$ cat config.mk
export PLATFORM = sky130hd
export DESIGN_NAME = io_sequencer
export DESIGN_NICKNAME = d
export VERILOG_FILES = /design/src/design/aes_io_pkg.sv /design/src/design/io_sequencer.sv
export VERILOG_INCLUDE_DIRS = /design/src /design/src/design
export SDC_FILE = /design/constraint.sdc
export NUM_CORES = 1
export LEC_CHECK = 0
export BUFFER_PORTS_ARGS = -buffer_cell sky130_fd_sc_hd__buf_2
export CORE_UTILIZATION = 25
export DETAILED_ROUTE_END_ITERATION = 8
export PLACE_DENSITY = 0.52
export SETUP_SLACK_MARGIN = 0.3
export SLEW_MARGIN = 20
export SYNTH_ARGS = -nofsm -noshare
export SYNTH_HDL_FRONTEND = slang
export SYNTH_SLANG_ARGS = --single-unit
export TNS_END_PERCENT = 50
$ cat constraint.sdc
create_clock -name clk -period 1.83 [get_ports clk]
set_clock_uncertainty 0.15 [all_clocks]
set_input_delay 0.2745 -clock clk [delete_from_list [all_inputs] [get_ports clk]]
set_output_delay 0.2745 -clock clk [all_outputs]
set_load 0.01 [all_outputs]
$ cat src/design/aes_io_settings.svh
// AES host bridge sizing
// byte lane width and block geometry shared by package and RTL

`ifndef AES_IO_SETTINGS_SVH
`define AES_IO_SETTINGS_SVH

// one host lane byte
`define AES_IO_BYTE_W 8

// bytes in one AES block
`define AES_IO_BLOCK_BYTES 16

// block and key width
`define AES_IO_BLOCK_W 128

// enough bits to index every byte of a block
`define AES_IO_IDX_W 4

`endif

$ cat src/design/aes_io_pkg.sv
// AES host bridge types
// lane, index and block types plus the host command and status codes

`include "aes_io_settings.svh"

package aes_io_pkg;

  typedef logic [`AES_IO_BYTE_W-1:0] io_byte_t;

  // index 0 is the most significant byte
  typedef logic [`AES_IO_IDX_W-1:0] byte_idx_t;

  typedef logic [`AES_IO_BLOCK_W-1:0] msg_block_t;
  typedef logic [`AES_IO_BLOCK_W-1:0] aes_key_t;

  // command code from the host
  typedef enum logic [1:0] {
    HOST_IDLE = 2'd0,
    HOST_NEXT = 2'd1,
    HOST_ACK  = 2'd2,
    HOST_GO   = 2'd3
  } host_cmd_e;

  // status code to the host, idle doubles as acknowledge
  typedef enum logic [1:0] {
    STAT_IDLE   = 2'd0,
    STAT_BYTE   = 2'd1,
    STAT_RESULT = 2'd2,
    STAT_RESET  = 2'd3
  } bridge_status_e;

endpackage

$ cat src/design/io_sequencer.sv
// Host I/O sequencer
// handshake FSM for block loads, the AES request and the result readback

`timescale 1ns/1ps

module io_sequencer
  import aes_io_pkg::*;
(
  input  logic           clk,
  input  logic           reset_n,
  input  host_cmd_e      host_cmd,
  output bridge_status_e status,
  output logic           msg_restart,
  output logic           msg_capture,
  output logic           key_restart,
  output logic           key_capture,
  output logic           emit_restart,
  output logic           emit_advance,
  output logic           emit_show,
  output logic           aes_start,
  input  logic           msg_last,
  input  logic           key_last,
  input  logic           emit_last,
  input  logic           aes_done
);

  typedef enum logic [3:0] {
    ST_RESET,
    ST_IDLE,
    ST_READ_MSG,
    ST_MSG_ACK,
    ST_READ_KEY,
    ST_KEY_ACK,
    ST_AES_WAIT,
    ST_RESULT,
    ST_SEND,
    ST_SEND_ACK
  } seq_state_e;

  seq_state_e state, next_state;

  always_ff @(posedge clk or negedge reset_n) begin
    if (!reset_n) begin
      state <= ST_RESET;
    end else begin
      state <= next_state;
    end
  end

  always_comb begin
    next_state = state;
    unique case (state)
      ST_RESET: begin
        next_state = ST_IDLE;
      end
      ST_IDLE: begin
        if (host_cmd == HOST_NEXT) begin
          next_state = ST_READ_MSG;
        end else if (host_cmd == HOST_ACK) begin
          next_state = ST_READ_KEY;
        end else if (host_cmd == HOST_GO) begin
          next_state = ST_AES_WAIT;
        end
      end
      ST_READ_MSG: begin
        if (host_cmd == HOST_ACK) begin
          next_state = ST_MSG_ACK;
        end
      end
      ST_MSG_ACK: begin
        // full message in, key load follows
        if (host_cmd == HOST_NEXT) begin
          next_state = msg_last ? ST_READ_KEY : ST_READ_MSG;
        end
      end
      ST_READ_KEY: begin
        if (host_cmd == HOST_ACK) begin
          next_state = ST_KEY_ACK;
        end
      end
      ST_KEY_ACK: begin
        // host drops to idle after the final key byte
        if (key_last) begin
          if (host_cmd == HOST_IDLE) begin
            next_state = ST_AES_WAIT;
          end
        end else if (host_cmd == HOST_NEXT) begin
          next_state = ST_READ_KEY;
        end
      end
      ST_AES_WAIT: begin
        if (aes_done) begin
          next_state = ST_RESULT;
        end
      end
      ST_RESULT: begin
        if (host_cmd == HOST_NEXT) begin
          next_state = ST_SEND;
        end
      end
      ST_SEND: begin
        if (host_cmd == HOST_ACK) begin
          next_state = ST_SEND_ACK;
        end
      end
      ST_SEND_ACK: begin
        if (host_cmd == HOST_NEXT) begin
          next_state = emit_last ? ST_IDLE : ST_SEND;
        end
      end
      default: begin
        next_state = ST_RESET;
      end
    endcase
  end

  // status is a pure function of the state
  always_comb begin
    unique case (state)
      ST_RESET:                          status = STAT_RESET;
      ST_READ_MSG, ST_READ_KEY, ST_SEND: status = STAT_BYTE;
      ST_RESULT:                         status = STAT_RESULT;
      default:                           status = STAT_IDLE;
    endcase
  end

  // request held through result announcement
  assign aes_start = (state == ST_AES_WAIT) || (state == ST_RESULT);

  // index restarts as the FSM leaves idle
  assign msg_restart  = (state == ST_IDLE) && (host_cmd == HOST_NEXT);
  assign key_restart  = (state == ST_IDLE) && (host_cmd != HOST_IDLE) && (host_cmd != HOST_GO);
  assign emit_restart = (state == ST_IDLE) && (host_cmd != HOST_IDLE);

  assign msg_capture  = (state == ST_READ_MSG) && (host_cmd == HOST_ACK);
  assign key_capture  = (state == ST_READ_KEY) && (host_cmd == HOST_ACK);
  assign emit_advance = (state == ST_SEND_ACK) && (host_cmd == HOST_NEXT);
  assign emit_show    = (state == ST_SEND);

  // a capture happens in a read phase and hands over to its ack phase
  a_capture_in_read : assert property (
    @(posedge clk) disable iff (!reset_n)
    (msg_capture || key_capture) |=> ($past(status) == STAT_BYTE && status == STAT_IDLE)
  ) else $error("io_sequencer: capture outside a read phase");

  // request may not drop before the core has answered
  a_start_held : assert property (
    @(posedge clk) disable iff (!reset_n)
    (aes_start && !aes_done && status != STAT_RESULT) |=> aes_start
  ) else $error("io_sequencer: aes_start dropped before aes_done");

endmodule

# Yosys cells after proc, flatten, opt, wreduce, memory -nomap -nowiden
# Cells that the tools add are included.
# W data, S select, Z words.
word_totals:
  register_bits: 4
  inputBits: 8
  word_cells: 53
op_classes:
  eq_ne: 23
  muxes: 17
  n_reduce_logical: 12
op_table:
  columns: ["op", "n"]
  rows:
  - ["$mux W4", 14]
  - ["$pmux W4 S10", 1]
  - ["$eq A4 B3 Y1 const B", 4]
  - ["$ne A2 B2 Y1 const B", 7]
  - ["$reduce_and A10 Y1", 1]
  - ["$eq A4 B2 Y1 const B", 2]
  - ["$eq A4 B4 Y1 const B", 2]
  - ["$logic_and A1 B1 Y1", 6]
  - ["$ne A3 B3 Y1 const B", 2]
  - ["$pmux W2 S3", 1]
  - ["$eq A2 B2 Y1 const B", 2]
  - ["$eq A4 B1 Y1 const B", 1]
  - ["$logic_not A4 Y1", 1]
  - ["$ne A4 B4 Y1 const B", 1]
  - ["$mux W3", 1]
  - ["$reduce_or A3 Y1", 1]
  - ["$eq A2 B1 Y1 const B", 1]
  - ["$logic_not A2 Y1", 1]
  - ["$ne A2 B1 Y1 const B", 1]
  - ["$reduce_bool A2 Y1", 1]
  - ["$logic_or A1 B1 Y1", 1]

# Depth between registers and ports, before layout
# Gate-level depths: netlist of run 1.
depth:
  depth_word: 5
  mapped_depth: 6
  depth_no_buf: 5

# Least setup slack after synthesis of run 1
# Ideal clock, no wire load.
synth_timing:
  kind: "flip-flop to flip-flop"
  from: "reg state[1]"
  to: "reg state[0]"
  n_path_buf: 1
  stages_incl_launch_ff: 6
  slack_ns: 0.133
  setup_ns: 0.125
  arrival_time_ns: 1.422
  path_cell_list: "dfrtp_1 buf_4 o2111ai_2 o311ai_2 a41o_2 mux2_4"
synth_between:
  elab_chain_cells: 3
synth_rtl:
  columns: ["item", "line_no", "text"]
  rows:
  - ["from (decl)", "io_sequencer.sv:40", "seq_state_e state, next_state;"]
  - ["from (signal assigned)", "io_sequencer.sv:46", "state <= next_state;"]
  - ["$eq A4 B1 Y1 (tied with other cells)", "io_sequencer.sv:52", "unique case (state)"]
  - ["$ne A4 B4 Y1 (no line) (tied with other cells)", null, null]
  - ["$reduce_and A10 Y1 (no line)", null, null]
# Several ways; a longest one is shown, not always the timed one.
# A chain may end at the register's enable or synchronous reset.

# Worst setup path in the final report of run 1
layout_timing:
  from: "reg state[1]"
  to: "out status[1]"
layout_between:
  elab_chain_cells: 3
layout_rtl:
  columns: ["item", "line_no", "text"]
  rows:
  - ["$eq A4 B4 Y1 (tied with other cells)", "io_sequencer.sv:119", "unique case (state)"]
  - ["$reduce_or A3 Y1", "io_sequencer.sv:119", null]
  - ["$pmux W2 S3 *", "io_sequencer.sv:119", null]
  - ["to (decl)", "io_sequencer.sv:12", "output bridge_status_e status,"]
# Every way passes the cells marked *; elsewhere a longest branch is shown, timed or not.

==> impl_metrics.xml, run 1 <==
<?xml version="1.0" encoding="UTF-8"?>
<metrics>
  <group name="setup_path">
    <metric name="cp-startpoint" unit="">state[1]</metric>
    <metric name="required" unit="ns">1.41</metric>
    <metric name="worst_path_max_delay_cell" unit="">dfrtp_2</metric>
    <metric name="worst_setup_end_kind" unit="">output port</metric>
    <metric name="worstPathMaxFanout" unit="">5</metric>
    <metric name="reg2reg_to" unit="">state[3]</metric>
    <metric name="crit_arrival" unit="ns">1.41</metric>
    <metric name="bufs_and_invs_on_worst_path" unit="">2</metric>
    <metric name="worstRegToRegCells" unit="">6</metric>
    <metric name="criticalPathCategory" unit="">reg -&gt; out</metric>
    <metric name="cp-endpoint" unit="">status[1]</metric>
    <metric name="timing.critical_path.cells" unit="">buf_6 -&gt; or3_1 -&gt; a21oi_1 -&gt; buf_2</metric>
    <metric name="r2r_start" unit="">state[2]</metric>
    <metric name="cp_top_family" unit="">flip-flops</metric>
    <metric name="max_stage_delay" unit="ns">0.42</metric>
    <metric name="ff2ff_setup_slack" unit="ns">0</metric>
    <metric name="critPathLaunchType" unit="">flip-flop</metric>
    <metric name="worst-path-stages" unit="">4</metric>
  </group>
  <group name="logic_synthesis">
    <metric name="synth-seq-area-share" unit="%">20.5</metric>
    <metric name="synth_top_cell_area_share" unit="%">20.5</metric>
    <metric name="synth_seq_cells" unit="">4</metric>
    <metric name="post-synth-top-area-cell" unit="">dfrtp_1</metric>
    <metric name="async_reset_ff_share" unit="%">100</metric>
    <metric name="synth_top_cells_by_count" unit="">10 x nand2_1, 9 x nor2_1</metric>
    <metric name="synth.top_cells.by_area" unit="">dfrtp_1 21%, nand2_1 7.7%, nor2_1 6.9%</metric>
    <metric name="mappedNetlistNets" unit="">76</metric>
    <metric name="synthDistinctLibCells" unit="">30</metric>
    <metric name="synth.cell_area" unit="um^2">488</metric>
    <metric name="yosysWarningCount" unit="">0</metric>
    <metric name="netlist_instances" unit="">68</metric>
    <metric name="synth.most_common_cell" unit="">nand2_1</metric>
    <metric name="synthesis.area_per_instance" unit="um^2">7.18</metric>
    <metric name="synth_top_flop_cell" unit="">dfrtp_1</metric>
    <metric name="synth_enable_flop_cells" unit="">0</metric>
  </group>
  <group name="power">
    <metric name="power_per_cell_area" unit="nW/um^2">1950</metric>
    <metric name="static-leakage-power" unit="nW">0.430</metric>
    <metric name="finalPower" unit="mW">1.76</metric>
    <metric name="max-vdd-ir-drop" unit="mV">0.700</metric>
  </group>
  <group name="place">
    <metric name="post-place-ws" unit="ns">0.0704</metric>
    <metric name="final_estimated_routing_congestion_in_global_placement" unit="">0.808</metric>
    <metric name="portBuffers" unit="">17</metric>
    <metric name="place_inst" unit="">116</metric>
    <metric name="place_hpwl" unit="um">1020</metric>
  </group>
  <group name="sta">
    <metric name="timing.final.hold_violations" unit="">0</metric>
    <metric name="worst_slew_margin_rel" unit="%">81.3</metric>
    <metric name="setup_viol_count_final" unit="">2</metric>
    <metric name="rsz0062_at_grt" unit="">yes</metric>
    <metric name="maxClockFrequency" unit="MHz">544</metric>
    <metric name="final_worst_setup_slack" unit="ns">-0.00724</metric>
    <metric name="final.period_utilization" unit="%">100</metric>
    <metric name="report.final.slew_viol_count" unit="">0</metric>
    <metric name="worst_hold_slack" unit="ns">0.205</metric>
    <metric name="period_needed" unit="ns">1.84</metric>
    <metric name="tightest_slew" unit="ns">0.280</metric>
  </group>
  <group name="cts">
    <metric name="clkTransAtPathRegs" unit="ns">0.04</metric>
    <metric name="h-tree-depth" unit="">1</metric>
    <metric name="number_of_clock_buffers_inserted_by_tritoncts" unit="">3</metric>
    <metric name="clock_sinks" unit="">4</metric>
    <metric name="cts_tree" unit="">yes</metric>
    <metric name="clockBufferDepth" unit="">2</metric>
    <metric name="clock_latency" unit="ns">0.25</metric>
    <metric name="clockRootBuffer" unit="">clkbuf_4</metric>
  </group>
  <group name="route">
    <metric name="vias_per_cell" unit="">4.90</metric>
    <metric name="antenna_violating_nets_post_route" unit="">0</metric>
    <metric name="wl_per_cell" unit="um">12.5</metric>
    <metric name="detail_route.wirelength" unit="um">1660</metric>
    <metric name="post-route-drc-count" unit="">0</metric>
    <metric name="detail_route.iter0.violations" unit="">4</metric>
    <metric name="route.vias.total" unit="">652</metric>
    <metric name="drtPass1Iterations" unit="">3</metric>
  </group>
  <group name="global_routing">
    <metric name="gr-total-overflow" unit="">0</metric>
    <metric name="first_global_vias" unit="">581</metric>
    <metric name="grt_usage" unit="%">18.4</metric>
    <metric name="grt_max_degree" unit="">10</metric>
    <metric name="antenna_found_initial" unit="">0</metric>
    <metric name="grt_pass1_wl" unit="um">2660</metric>
  </group>
  <group name="final_layout">
    <metric name="sequential_cell_area" unit="um^2">101</metric>
    <metric name="post_route_cells_drive_above_1_share" unit="%">63.0</metric>
    <metric name="area.growth.synth_to_final" unit="%">84.9</metric>
    <metric name="regMostFlops" unit="">state</metric>
    <metric name="n_antenna_cell" unit="">0</metric>
    <metric name="final_cells" unit="">133</metric>
    <metric name="number_of_nets_in_the_layout" unit="">118</metric>
    <metric name="multi_input_comb_area" unit="um^2">427</metric>
    <metric name="largest_register_ff_count" unit="">4</metric>
    <metric name="reg.largest.list" unit="">state (4)</metric>
    <metric name="layout.filler_cells" unit="">165</metric>
  </group>
  <group name="die">
    <metric name="ioPinCount" unit="">18</metric>
    <metric name="row_count" unit="">15</metric>
    <metric name="fp.dieArea" unit="um^2">2130</metric>
    <metric name="die_width" unit="um">46.2</metric>
    <metric name="initial_core_util" unit="%">27.4</metric>
    <metric name="core_region_area" unit="um^2">1780</metric>
    <metric name="fp.dieH" unit="um">46.2</metric>
  </group>
  <group name="run_status">
    <metric name="failed_checks" unit="">setup timing</metric>
    <metric name="run_status" unit="">complete, but fails checks</metric>
  </group>
  <group name="min_path">
    <metric name="timing.hold.worst.class" unit="">in -&gt; async</metric>
  </group>
  <group name="flow_run">
    <metric name="drv_cap" unit="">0</metric>
  </group>
</metrics>
[layer usage]
layer | vias to the layer above | part of all wire (%) | wire length [um] | global-route usage (%)
li1 | 325 | - | - | -
met1 | 302 | 43 | 722 | 22.5
met2 | 20 | 50 | 831 | 29.0
met3 | 5 | 3.8 | 63 | 2.35
met4 | 0 | 2.6 | 44 | 13.5
met5 | - | 0 | 0 | 0
[kinds of logic (layout without fill, tap and decap cells)]
logic type / after synthesis / after routing / synth area share (%)
AO/OA/AOI/OAI: 18 / 18 / 27.2
flip-flops: 4 / 4 / 20.5
AND/OR/NAND/NOR: 35 / 35 / 35.6
multiplexers: 2 / 2 / 6.15
adder cells (fa/ha/maj): 1 / 1 / 2.05
buffers and inverters: 8 / 48 / 8.46
[metrics by stage]
| stage | TNS, ns | area (um^2) | util (%) |
|---|---|---|---|
| final | -0.00978 | 902 | 50.6 |
| after CTS | -0.0393 | 862 | 48.4 |
| after floorplan | 0 | 495 | - |
| after global routing | -0.232 | 902 | 50.6 |
| after global placement | 0 | 663 | 37.2 |
| after detailed placement | 0 | 663 | 37.2 |
[timing repair]
item                                    in CTS  in global routing
pin swaps                                    6                  7
hold buffers                                 1                  0
endpoints found under the setup margin      14                 14
cloned                                       0                  0
buffers inserted                            11                  2
gates resized for setup                     23                  8
hold endpoints to repair                     4                  0
[worst reg2reg max path: stages (launching register included)]
cell,delay [ns]
dfrtp_1,0.40
buf_6,0.14
nor2b_4,0.12
o2111ai_2,0.17
o311ai_2,0.14
a41o_2,0.30
mux2_4,0.30
[area by class of cell]
type / count / share of cell area [%]
Timing Repair Buffer: 43 / 34.7
Clock buffer: 3 / 2.50
Tap cell: 25 / 3.47
Multi-Input combinational cell: 56 / 47.3
Sequential cell: 4 / 11.2
Inverter: 2 / 0.832
[report_power, final]
part	internal (mW)	switching, mW	leakage, nW	total [mW]
Combinational	0.793	0.666	0.367	1.46
Sequential	0.140	0.0455	0.0491	0.185
Clock	0.0738	0.0431	0.0138	0.117
Total	1.01	0.755	0.430	1.76
[cell usage in the layout, fill, tap and decap left out, drive strengths merged]
cell type and instances:
and2 1, nor2 9, buf 42, o311ai 1, inv 2, nand2b 3
clkbuf 3, a22oi 1, nor4 1, o22ai 2, a32oi 1, dlygate4sd3 1
and3 1, a211o 1, nand3 1, maj3 1, o21ai 5, a41o 1
mux2 2, nor4bb 1, nor2b 4, or3 1, o2111ai 1, a21oi 4
o31ai 1, nand2 10, nor3 2, nand4b 1, dfrtp 4
[worst min-delay path by stage]
stage	endpoint	cells past startpoint
floorplan	state[0]	0
global placement	state[2]	1
detailed placement	state[2]	1
CTS	state[0]	2
global route	state[0]	2
finish	state[0]	2
(Power assumes the default switching activity.)
==> run 2: changes to the inputs <==
- PLACE_DENSITY: 0.52 -> 0.5
- clock period: 1.83 -> 2.35 ns (I/O delays scaled with it)
==> run 2 against run 1 <==
Net effect: the run now ends clean; sequential cell count unchanged; combinational power decreased by 60%; global-route usage decreased by 3.9 points; routed wire length decreased by 19%; sequential power increased by 10%; largest cell class unchanged; first-iteration DRC count increased by 75%; die area unchanged; count of clock-buffer cells in the layout unchanged; design area decreased by 31%.
==> impl_metrics.xml, run 2 (synthesis results as in run 1) <==
<?xml version="1.0" encoding="UTF-8"?>
<metrics>
  <group name="power">
    <metric name="static-leakage-power" unit="nW">0.281</metric>
    <metric name="switching_power" unit="mW">0.435</metric>
    <metric name="combPwrFrac" unit="%">66.7</metric>
    <metric name="max-vdd-ir-drop" unit="mV">0.515</metric>
    <metric name="seq_power_share" unit="%">23.2</metric>
    <metric name="power.share.clock" unit="%">10.1</metric>
    <metric name="internal-power" unit="mW">0.447</metric>
    <metric name="sw_frac_of_total" unit="%">49.3</metric>
    <metric name="power_per_cell_area" unit="nW/um^2">1420</metric>
  </group>
  <group name="die">
    <metric name="die_width" unit="um">46.2</metric>
    <metric name="initial_core_util" unit="%">27.4</metric>
    <metric name="ioPinCount" unit="">18</metric>
    <metric name="fp.dieArea" unit="um^2">2130</metric>
    <metric name="row_count" unit="">15</metric>
    <metric name="fp.dieH" unit="um">46.2</metric>
    <metric name="core_region_area" unit="um^2">1780</metric>
  </group>
  <group name="route">
    <metric name="wl_per_cell" unit="um">12.2</metric>
    <metric name="detail_route.iter0.violations" unit="">7</metric>
    <metric name="vias_per_cell" unit="">5.02</metric>
    <metric name="route.vias.total" unit="">552</metric>
    <metric name="detail_route.wirelength" unit="um">1350</metric>
    <metric name="antenna_violating_nets_post_route" unit="">0</metric>
    <metric name="post-route-drc-count" unit="">0</metric>
    <metric name="drtPass1Iterations" unit="">4</metric>
  </group>
  <group name="cts">
    <metric name="clockRootBuffer" unit="">clkbuf_4</metric>
    <metric name="cts_tree" unit="">yes</metric>
    <metric name="clockBufferDepth" unit="">2</metric>
    <metric name="clock_sinks" unit="">4</metric>
    <metric name="clock_latency" unit="ns">0.24</metric>
    <metric name="number_of_clock_buffers_inserted_by_tritoncts" unit="">3</metric>
    <metric name="h-tree-depth" unit="">1</metric>
    <metric name="postCtsSetupBuffers" unit="">0</metric>
    <metric name="clkTransAtPathRegs" unit="ns">0.04</metric>
  </group>
  <group name="global_routing">
    <metric name="first_global_vias" unit="">472</metric>
    <metric name="antenna_found_initial" unit="">0</metric>
    <metric name="grt_pass1_wl" unit="um">2190</metric>
    <metric name="grt_usage" unit="%">14.5</metric>
    <metric name="gr-total-overflow" unit="">0</metric>
    <metric name="grt_max_degree" unit="">22</metric>
  </group>
  <group name="setup_path">
    <metric name="max_stage_delay" unit="ns">0.43</metric>
    <metric name="worst_setup_end_kind" unit="">output port</metric>
    <metric name="cp_top_family" unit="">flip-flops</metric>
    <metric name="timing.critical_path.cells" unit="">buf_4 -&gt; or3_1 -&gt; a21oi_1 -&gt; buf_2</metric>
    <metric name="bufs_and_invs_on_worst_path" unit="">2</metric>
    <metric name="critPathLaunchType" unit="">flip-flop</metric>
    <metric name="worstPathMaxFanout" unit="">15</metric>
    <metric name="criticalPathCategory" unit="">reg -&gt; out</metric>
    <metric name="crit_arrival" unit="ns">1.48</metric>
    <metric name="required" unit="ns">1.85</metric>
    <metric name="worst_path_max_delay_cell" unit="">dfrtp_1</metric>
  </group>
  <group name="place">
    <metric name="place_hpwl" unit="um">954</metric>
    <metric name="final_estimated_routing_congestion_in_global_placement" unit="">0.811</metric>
    <metric name="portBuffers" unit="">17</metric>
    <metric name="place_inst" unit="">106</metric>
  </group>
  <group name="sta">
    <metric name="fin_tns_setup" unit="ns">0</metric>
    <metric name="final.period_utilization" unit="%">84.3</metric>
    <metric name="maxClockFrequency" unit="MHz">505</metric>
    <metric name="worst_slew_margin_rel" unit="%">73.7</metric>
    <metric name="report.final.slew_viol_count" unit="">0</metric>
    <metric name="timing.final.hold_violations" unit="">0</metric>
    <metric name="rsz0062_at_grt" unit="">no</metric>
    <metric name="tightest_slew" unit="ns">0.394</metric>
    <metric name="setup_viol_count_final" unit="">0</metric>
    <metric name="period_needed" unit="ns">1.98</metric>
  </group>
  <group name="final_layout">
    <metric name="number_of_nets_in_the_layout" unit="">95</metric>
    <metric name="regMostFlops" unit="">state</metric>
    <metric name="final_cells" unit="">110</metric>
    <metric name="area.growth.synth_to_final" unit="%">26.9</metric>
    <metric name="post_route_cells_drive_above_1_share" unit="%">32.9</metric>
    <metric name="n_antenna_cell" unit="">0</metric>
    <metric name="largest_register_ff_count" unit="">4</metric>
    <metric name="most_frequent_standard_cell_in_the_layout_excluding_fill_and_tap_cells" unit="">buf_2</metric>
    <metric name="final_cell_mix" unit="">17 x buf_2, 10 x nand2_1, 9 x nor2_1</metric>
    <metric name="reg.largest.list" unit="">state (4)</metric>
  </group>
  <group name="run_status">
    <metric name="run_status" unit="">finished, final reports clean</metric>
  </group>
  <group name="min_path">
    <metric name="timing.hold.worst.class" unit="">in -&gt; async</metric>
  </group>
  <group name="flow_run">
    <metric name="drv_cap" unit="">0</metric>
  </group>
</metrics>
-- run 2: layer usage --
layer | GRT usage [%] | vias up | part of all wire [%]
met5 | 0 | - | 0
met4 | 8.82 | 0 | 2.0
met3 | 3.53 | 5 | 5.7
met2 | 19.7 | 23 | 42
met1 | 20.1 | 247 | 50
li1 | - | 277 | -
-- run 2: final cells by class --
class,instances,area (um^2)
clock buffers,3,22.5
fillers,193,1160
inverters,2,7.51
multi-input cells,56,347
flip-flops and latches,4,101
well taps,25,31.3
repair buffers,20,110
-- run 2: what timing repair did --
action,4_1_cts,5_1_grt
endpoints found under the hold margin,4,0
hold buffers,1,0
resized for setup,0,1
setup endpoints to repair,0,9
-- run 2: final timing paths --
kind                            slack, ns     start  cells past startpoint   endpoint
worst max-delay path                 0.37  state[0]                      4  status[1]
worst min-delay path                 0.33   reset_n                      2   state[3]
worst max register to register       0.42  state[2]                      5   state[0]
worst min register to register       0.57  state[3]                      2   state[2]
max in group asynchronous            1.59   reset_n                      2   state[1]
min in group clk                     0.34  key_last                      3   state[1]
-- run 2: power groups by stage --
| stage | Clock, mW | Combinational, mW | Sequential [mW] |
|---|---|---|---|
| floorplan | 0 | 0.530 | 0.126 |
| global placement | 0 | 0.586 | 0.203 |
| detailed placement | 0 | 0.581 | 0.201 |
| CTS | 0.0907 | 0.585 | 0.199 |
| global route | 0.0947 | 0.653 | 0.214 |
| finish | 0.0889 | 0.589 | 0.204 |
-- run 2: metrics by stage --
stage	cell area, um^2	hold WS, ns	power (mW)	util [%]	setup slack, ns
2_1_floorplan	488	-0.0931	0.657	-	0.620
3_3_place_gp	586	0.00931	0.789	32.8	0.371
3_5_place_dp	586	0.00952	0.782	32.8	0.340
4_1_cts	618	0.288	0.876	34.7	0.305
5_1_grt	619	0.340	0.962	34.7	0.306
6_report	619	0.332	0.882	34.7	0.370
==> run 3: changes to the inputs <==
- ABC_AREA: not set -> 1
- PLACE_DENSITY: 0.5 -> 0.49
- clock period: 2.35 -> 2 ns (I/O delays scaled with it)
==> run 3 against run 2 <==
Net effect: combinational power is 90% higher; global-route usage increased by 0.18 points; first-iteration DRC count increased to 2.6 times the previous value; critical endpoint is now key_capture; sequential power is 18% higher; die area up 14%.
==> impl_metrics.xml, run 3 <==
<?xml version="1.0" encoding="UTF-8"?>
<metrics>
  <group name="die">
    <metric name="fp.dieH" unit="um">49.2</metric>
    <metric name="die_width" unit="um">49.2</metric>
    <metric name="initial_core_util" unit="%">27.6</metric>
    <metric name="fp.dieArea" unit="um^2">2430</metric>
    <metric name="row_count" unit="">16</metric>
    <metric name="ioPinCount" unit="">18</metric>
    <metric name="core_region_area" unit="um^2">2020</metric>
  </group>
  <group name="sta">
    <metric name="worst_hold_slack" unit="ns">0.237</metric>
    <metric name="period_needed" unit="ns">1.72</metric>
    <metric name="rsz0062_at_grt" unit="">yes</metric>
    <metric name="timing.final.hold_violations" unit="">0</metric>
    <metric name="maxClockFrequency" unit="MHz">581</metric>
    <metric name="setup_viol_count_final" unit="">0</metric>
    <metric name="final.period_utilization" unit="%">86.0</metric>
    <metric name="tightest_slew" unit="ns">0.400</metric>
    <metric name="fin_tns_setup" unit="ns">0</metric>
    <metric name="report.final.slew_viol_count" unit="">0</metric>
    <metric name="worst_slew_margin_rel" unit="%">73.3</metric>
  </group>
  <group name="final_layout">
    <metric name="regMostFlops" unit="">state</metric>
    <metric name="n_antenna_cell" unit="">0</metric>
    <metric name="largest_register_ff_count" unit="">4</metric>
    <metric name="number_of_nets_in_the_layout" unit="">150</metric>
    <metric name="post_route_cells_drive_above_1_share" unit="%">44.3</metric>
    <metric name="area.growth.synth_to_final" unit="%">60.5</metric>
    <metric name="reg.largest.list" unit="">state (4)</metric>
    <metric name="final_util" unit="%">44.3</metric>
    <metric name="final_cell_mix" unit="">36 x nand2_1, 17 x buf_2, 16 x nor2_1</metric>
    <metric name="most_frequent_standard_cell_in_the_layout_excluding_fill_and_tap_cells" unit="">nand2_1</metric>
  </group>
  <group name="setup_path">
    <metric name="criticalPathCategory" unit="">reg -&gt; out</metric>
    <metric name="worst_path_max_delay_cell" unit="">dfrtp_2</metric>
    <metric name="worstPathMaxFanout" unit="">5</metric>
    <metric name="crit_arrival" unit="ns">1.27</metric>
    <metric name="max_stage_delay" unit="ns">0.47</metric>
    <metric name="worst_setup_end_kind" unit="">output port</metric>
    <metric name="critPathLaunchType" unit="">flip-flop</metric>
    <metric name="required" unit="ns">1.55</metric>
    <metric name="timing.critical_path.cells" unit="">inv_4 -&gt; nand2_4 -&gt; nor4_4 -&gt; buf_2</metric>
  </group>
  <group name="logic_synthesis">
    <metric name="synth_top_flop_cell" unit="">dfrtp_1</metric>
    <metric name="synth.most_common_cell" unit="">nand2_1</metric>
    <metric name="synth.top_cells.by_area" unit="">nand2_1 28%, dfrtp_1 18%, nor2_1 13%</metric>
    <metric name="synthesis.area_per_instance" unit="um^2">5.17</metric>
    <metric name="post-synth-top-area-cell" unit="">nand2_1</metric>
    <metric name="synth_seq_cells" unit="">4</metric>
    <metric name="yosysWarningCount" unit="">0</metric>
    <metric name="synth_top_cells_by_count" unit="">42 x nand2_1, 20 x nor2_1, 15 x inv_1, 12 x nand3_1, 4 x dfrtp_1</metric>
    <metric name="synthDistinctLibCells" unit="">17</metric>
    <metric name="async_reset_ff_share" unit="%">100</metric>
    <metric name="synth_top_cell_area_share" unit="%">28.3</metric>
    <metric name="netlist_instances" unit="">108</metric>
    <metric name="synth_enable_flop_cells" unit="">0</metric>
    <metric name="mappedNetlistNets" unit="">116</metric>
    <metric name="synth-seq-area-share" unit="%">17.9</metric>
    <metric name="synth.cell_area" unit="um^2">558</metric>
  </group>
  <group name="route">
    <metric name="antenna_violating_nets_post_route" unit="">0</metric>
    <metric name="detail_route.iter0.violations" unit="">18</metric>
    <metric name="route.vias.total" unit="">773</metric>
    <metric name="drtPass1Iterations" unit="">4</metric>
    <metric name="detail_route.wirelength" unit="um">1760</metric>
    <metric name="wl_per_cell" unit="um">10.6</metric>
    <metric name="post-route-drc-count" unit="">0</metric>
    <metric name="vias_per_cell" unit="">4.63</metric>
  </group>
  <group name="cts">
    <metric name="number_of_clock_buffers_inserted_by_tritoncts" unit="">3</metric>
    <metric name="cts_tree" unit="">yes</metric>
    <metric name="clock_sinks" unit="">4</metric>
    <metric name="clockBufferDepth" unit="">2</metric>
    <metric name="clkTransAtPathRegs" unit="ns">0.04</metric>
    <metric name="h-tree-depth" unit="">1</metric>
    <metric name="clock_latency" unit="ns">0.24</metric>
    <metric name="clockRootBuffer" unit="">clkbuf_4</metric>
  </group>
  <group name="global_routing">
    <metric name="antenna_found_initial" unit="">0</metric>
    <metric name="gr-total-overflow" unit="">0</metric>
    <metric name="grt_pass1_wl" unit="um">2850</metric>
    <metric name="grt_usage" unit="%">14.7</metric>
    <metric name="grt_max_degree" unit="">10</metric>
    <metric name="first_global_vias" unit="">695</metric>
  </group>
  <group name="run_status">
    <metric name="run_status" unit="">finished, final reports clean</metric>
  </group>
  <group name="min_path">
    <metric name="timing.hold.worst.class" unit="">in -&gt; async</metric>
  </group>
  <group name="power">
    <metric name="power_per_cell_area" unit="nW/um^2">1630</metric>
    <metric name="static-leakage-power" unit="nW">0.508</metric>
    <metric name="max-vdd-ir-drop" unit="mV">0.555</metric>
  </group>
  <group name="place">
    <metric name="final_estimated_routing_congestion_in_global_placement" unit="">0.832</metric>
    <metric name="portBuffers" unit="">17</metric>
    <metric name="place_hpwl" unit="um">1230</metric>
  </group>
  <group name="flow_run">
    <metric name="drv_cap" unit="">0</metric>
  </group>
</metrics>
-- run 3: final timing paths --
| kind | startpoint | endpoint | slack, ns | cells after the start |
|---|---|---|---|---|
| setup reg to reg | state[3] | state[3] | 0.35 | 11 |
| min in group clk | emit_last | state[0] | 0.28 | 5 |
| max in group asynchronous | reset_n | state[2] | 1.33 | 2 |
| setup / recovery | state[3] | key_capture | 0.28 | 4 |
| hold / removal | reset_n | state[0] | 0.24 | 2 |
| hold reg to reg | state[3] | state[3] | 0.49 | 2 |
-- run 3: repair_timing --
| action | 4_1_cts | 5_1_grt |
|---|---|---|
| gates cloned | 0 | 0 |
| pin swaps | 3 | 4 |
| gates resized for setup | 18 | 18 |
| hold buffers | 1 | 0 |
| setup buffers | 4 | 7 |
| endpoints found under the setup margin | 9 | 9 |
| endpoints found under the hold margin | 4 | 0 |
-- run 3: cell type report --
| type | count | area (um^2) |
|---|---|---|
| tap | 27 | 33.8 |
| sequential | 4 | 105 |
| inverter | 15 | 63.8 |
| fill | 217 | 1130 |
| clock buffer | 3 | 22.5 |
| timing repair buffer | 29 | 181 |
| multi-input combinational | 89 | 489 |
-- run 3: power by group --
part / internal, mW / switching [mW] / leakage, nW / total, mW
Combinational: 0.464 / 0.651 / 0.448 / 1.12
Sequential: 0.133 / 0.107 / 0.0457 / 0.240
Clock: 0.0673 / 0.0370 / 0.0138 / 0.104
Total: 0.665 / 0.795 / 0.508 / 1.46
-- run 3: kinds of logic after synthesis --
group / count (synthesis) / synth area share (%)
DFF: 4 / 17.9
and+or+nand+nor: 85 / 67.3
buffers and inverters: 15 / 10.1
AOI/OAI and AO/OA: 4 / 4.71
-- run 3: layer usage --
layer,part of all wire (%),vias to the layer above,global-route usage [%]
li1,-,401,-
met1,42,350,18.1
met2,52,18,25.3
met3,3.7,4,1.56
met4,2.3,0,6.37
met5,0,-,0
-- run 3: critical path, delay by kind of cell (launching register included) --
family / cells / cell delay (ns)
buf+inv: 2 / 0.29
flops: 1 / 0.47
simple gates: 2 / 0.27
-- run 3: through the flow --
stage / instances / setup WS [ns] / instance area [um^2] / total power [mW]
after global routing: 167 / 0.200 / 896 / 1.59
after detailed placement: 152 / 0.331 / 677 / 0.975
after floorplan: 108 / 0.464 / 558 / 0.769
after global placement: 152 / 0.372 / 677 / 0.991
after CTS: 160 / 0.265 / 779 / 1.23
final: 167 / 0.279 / 896 / 1.46
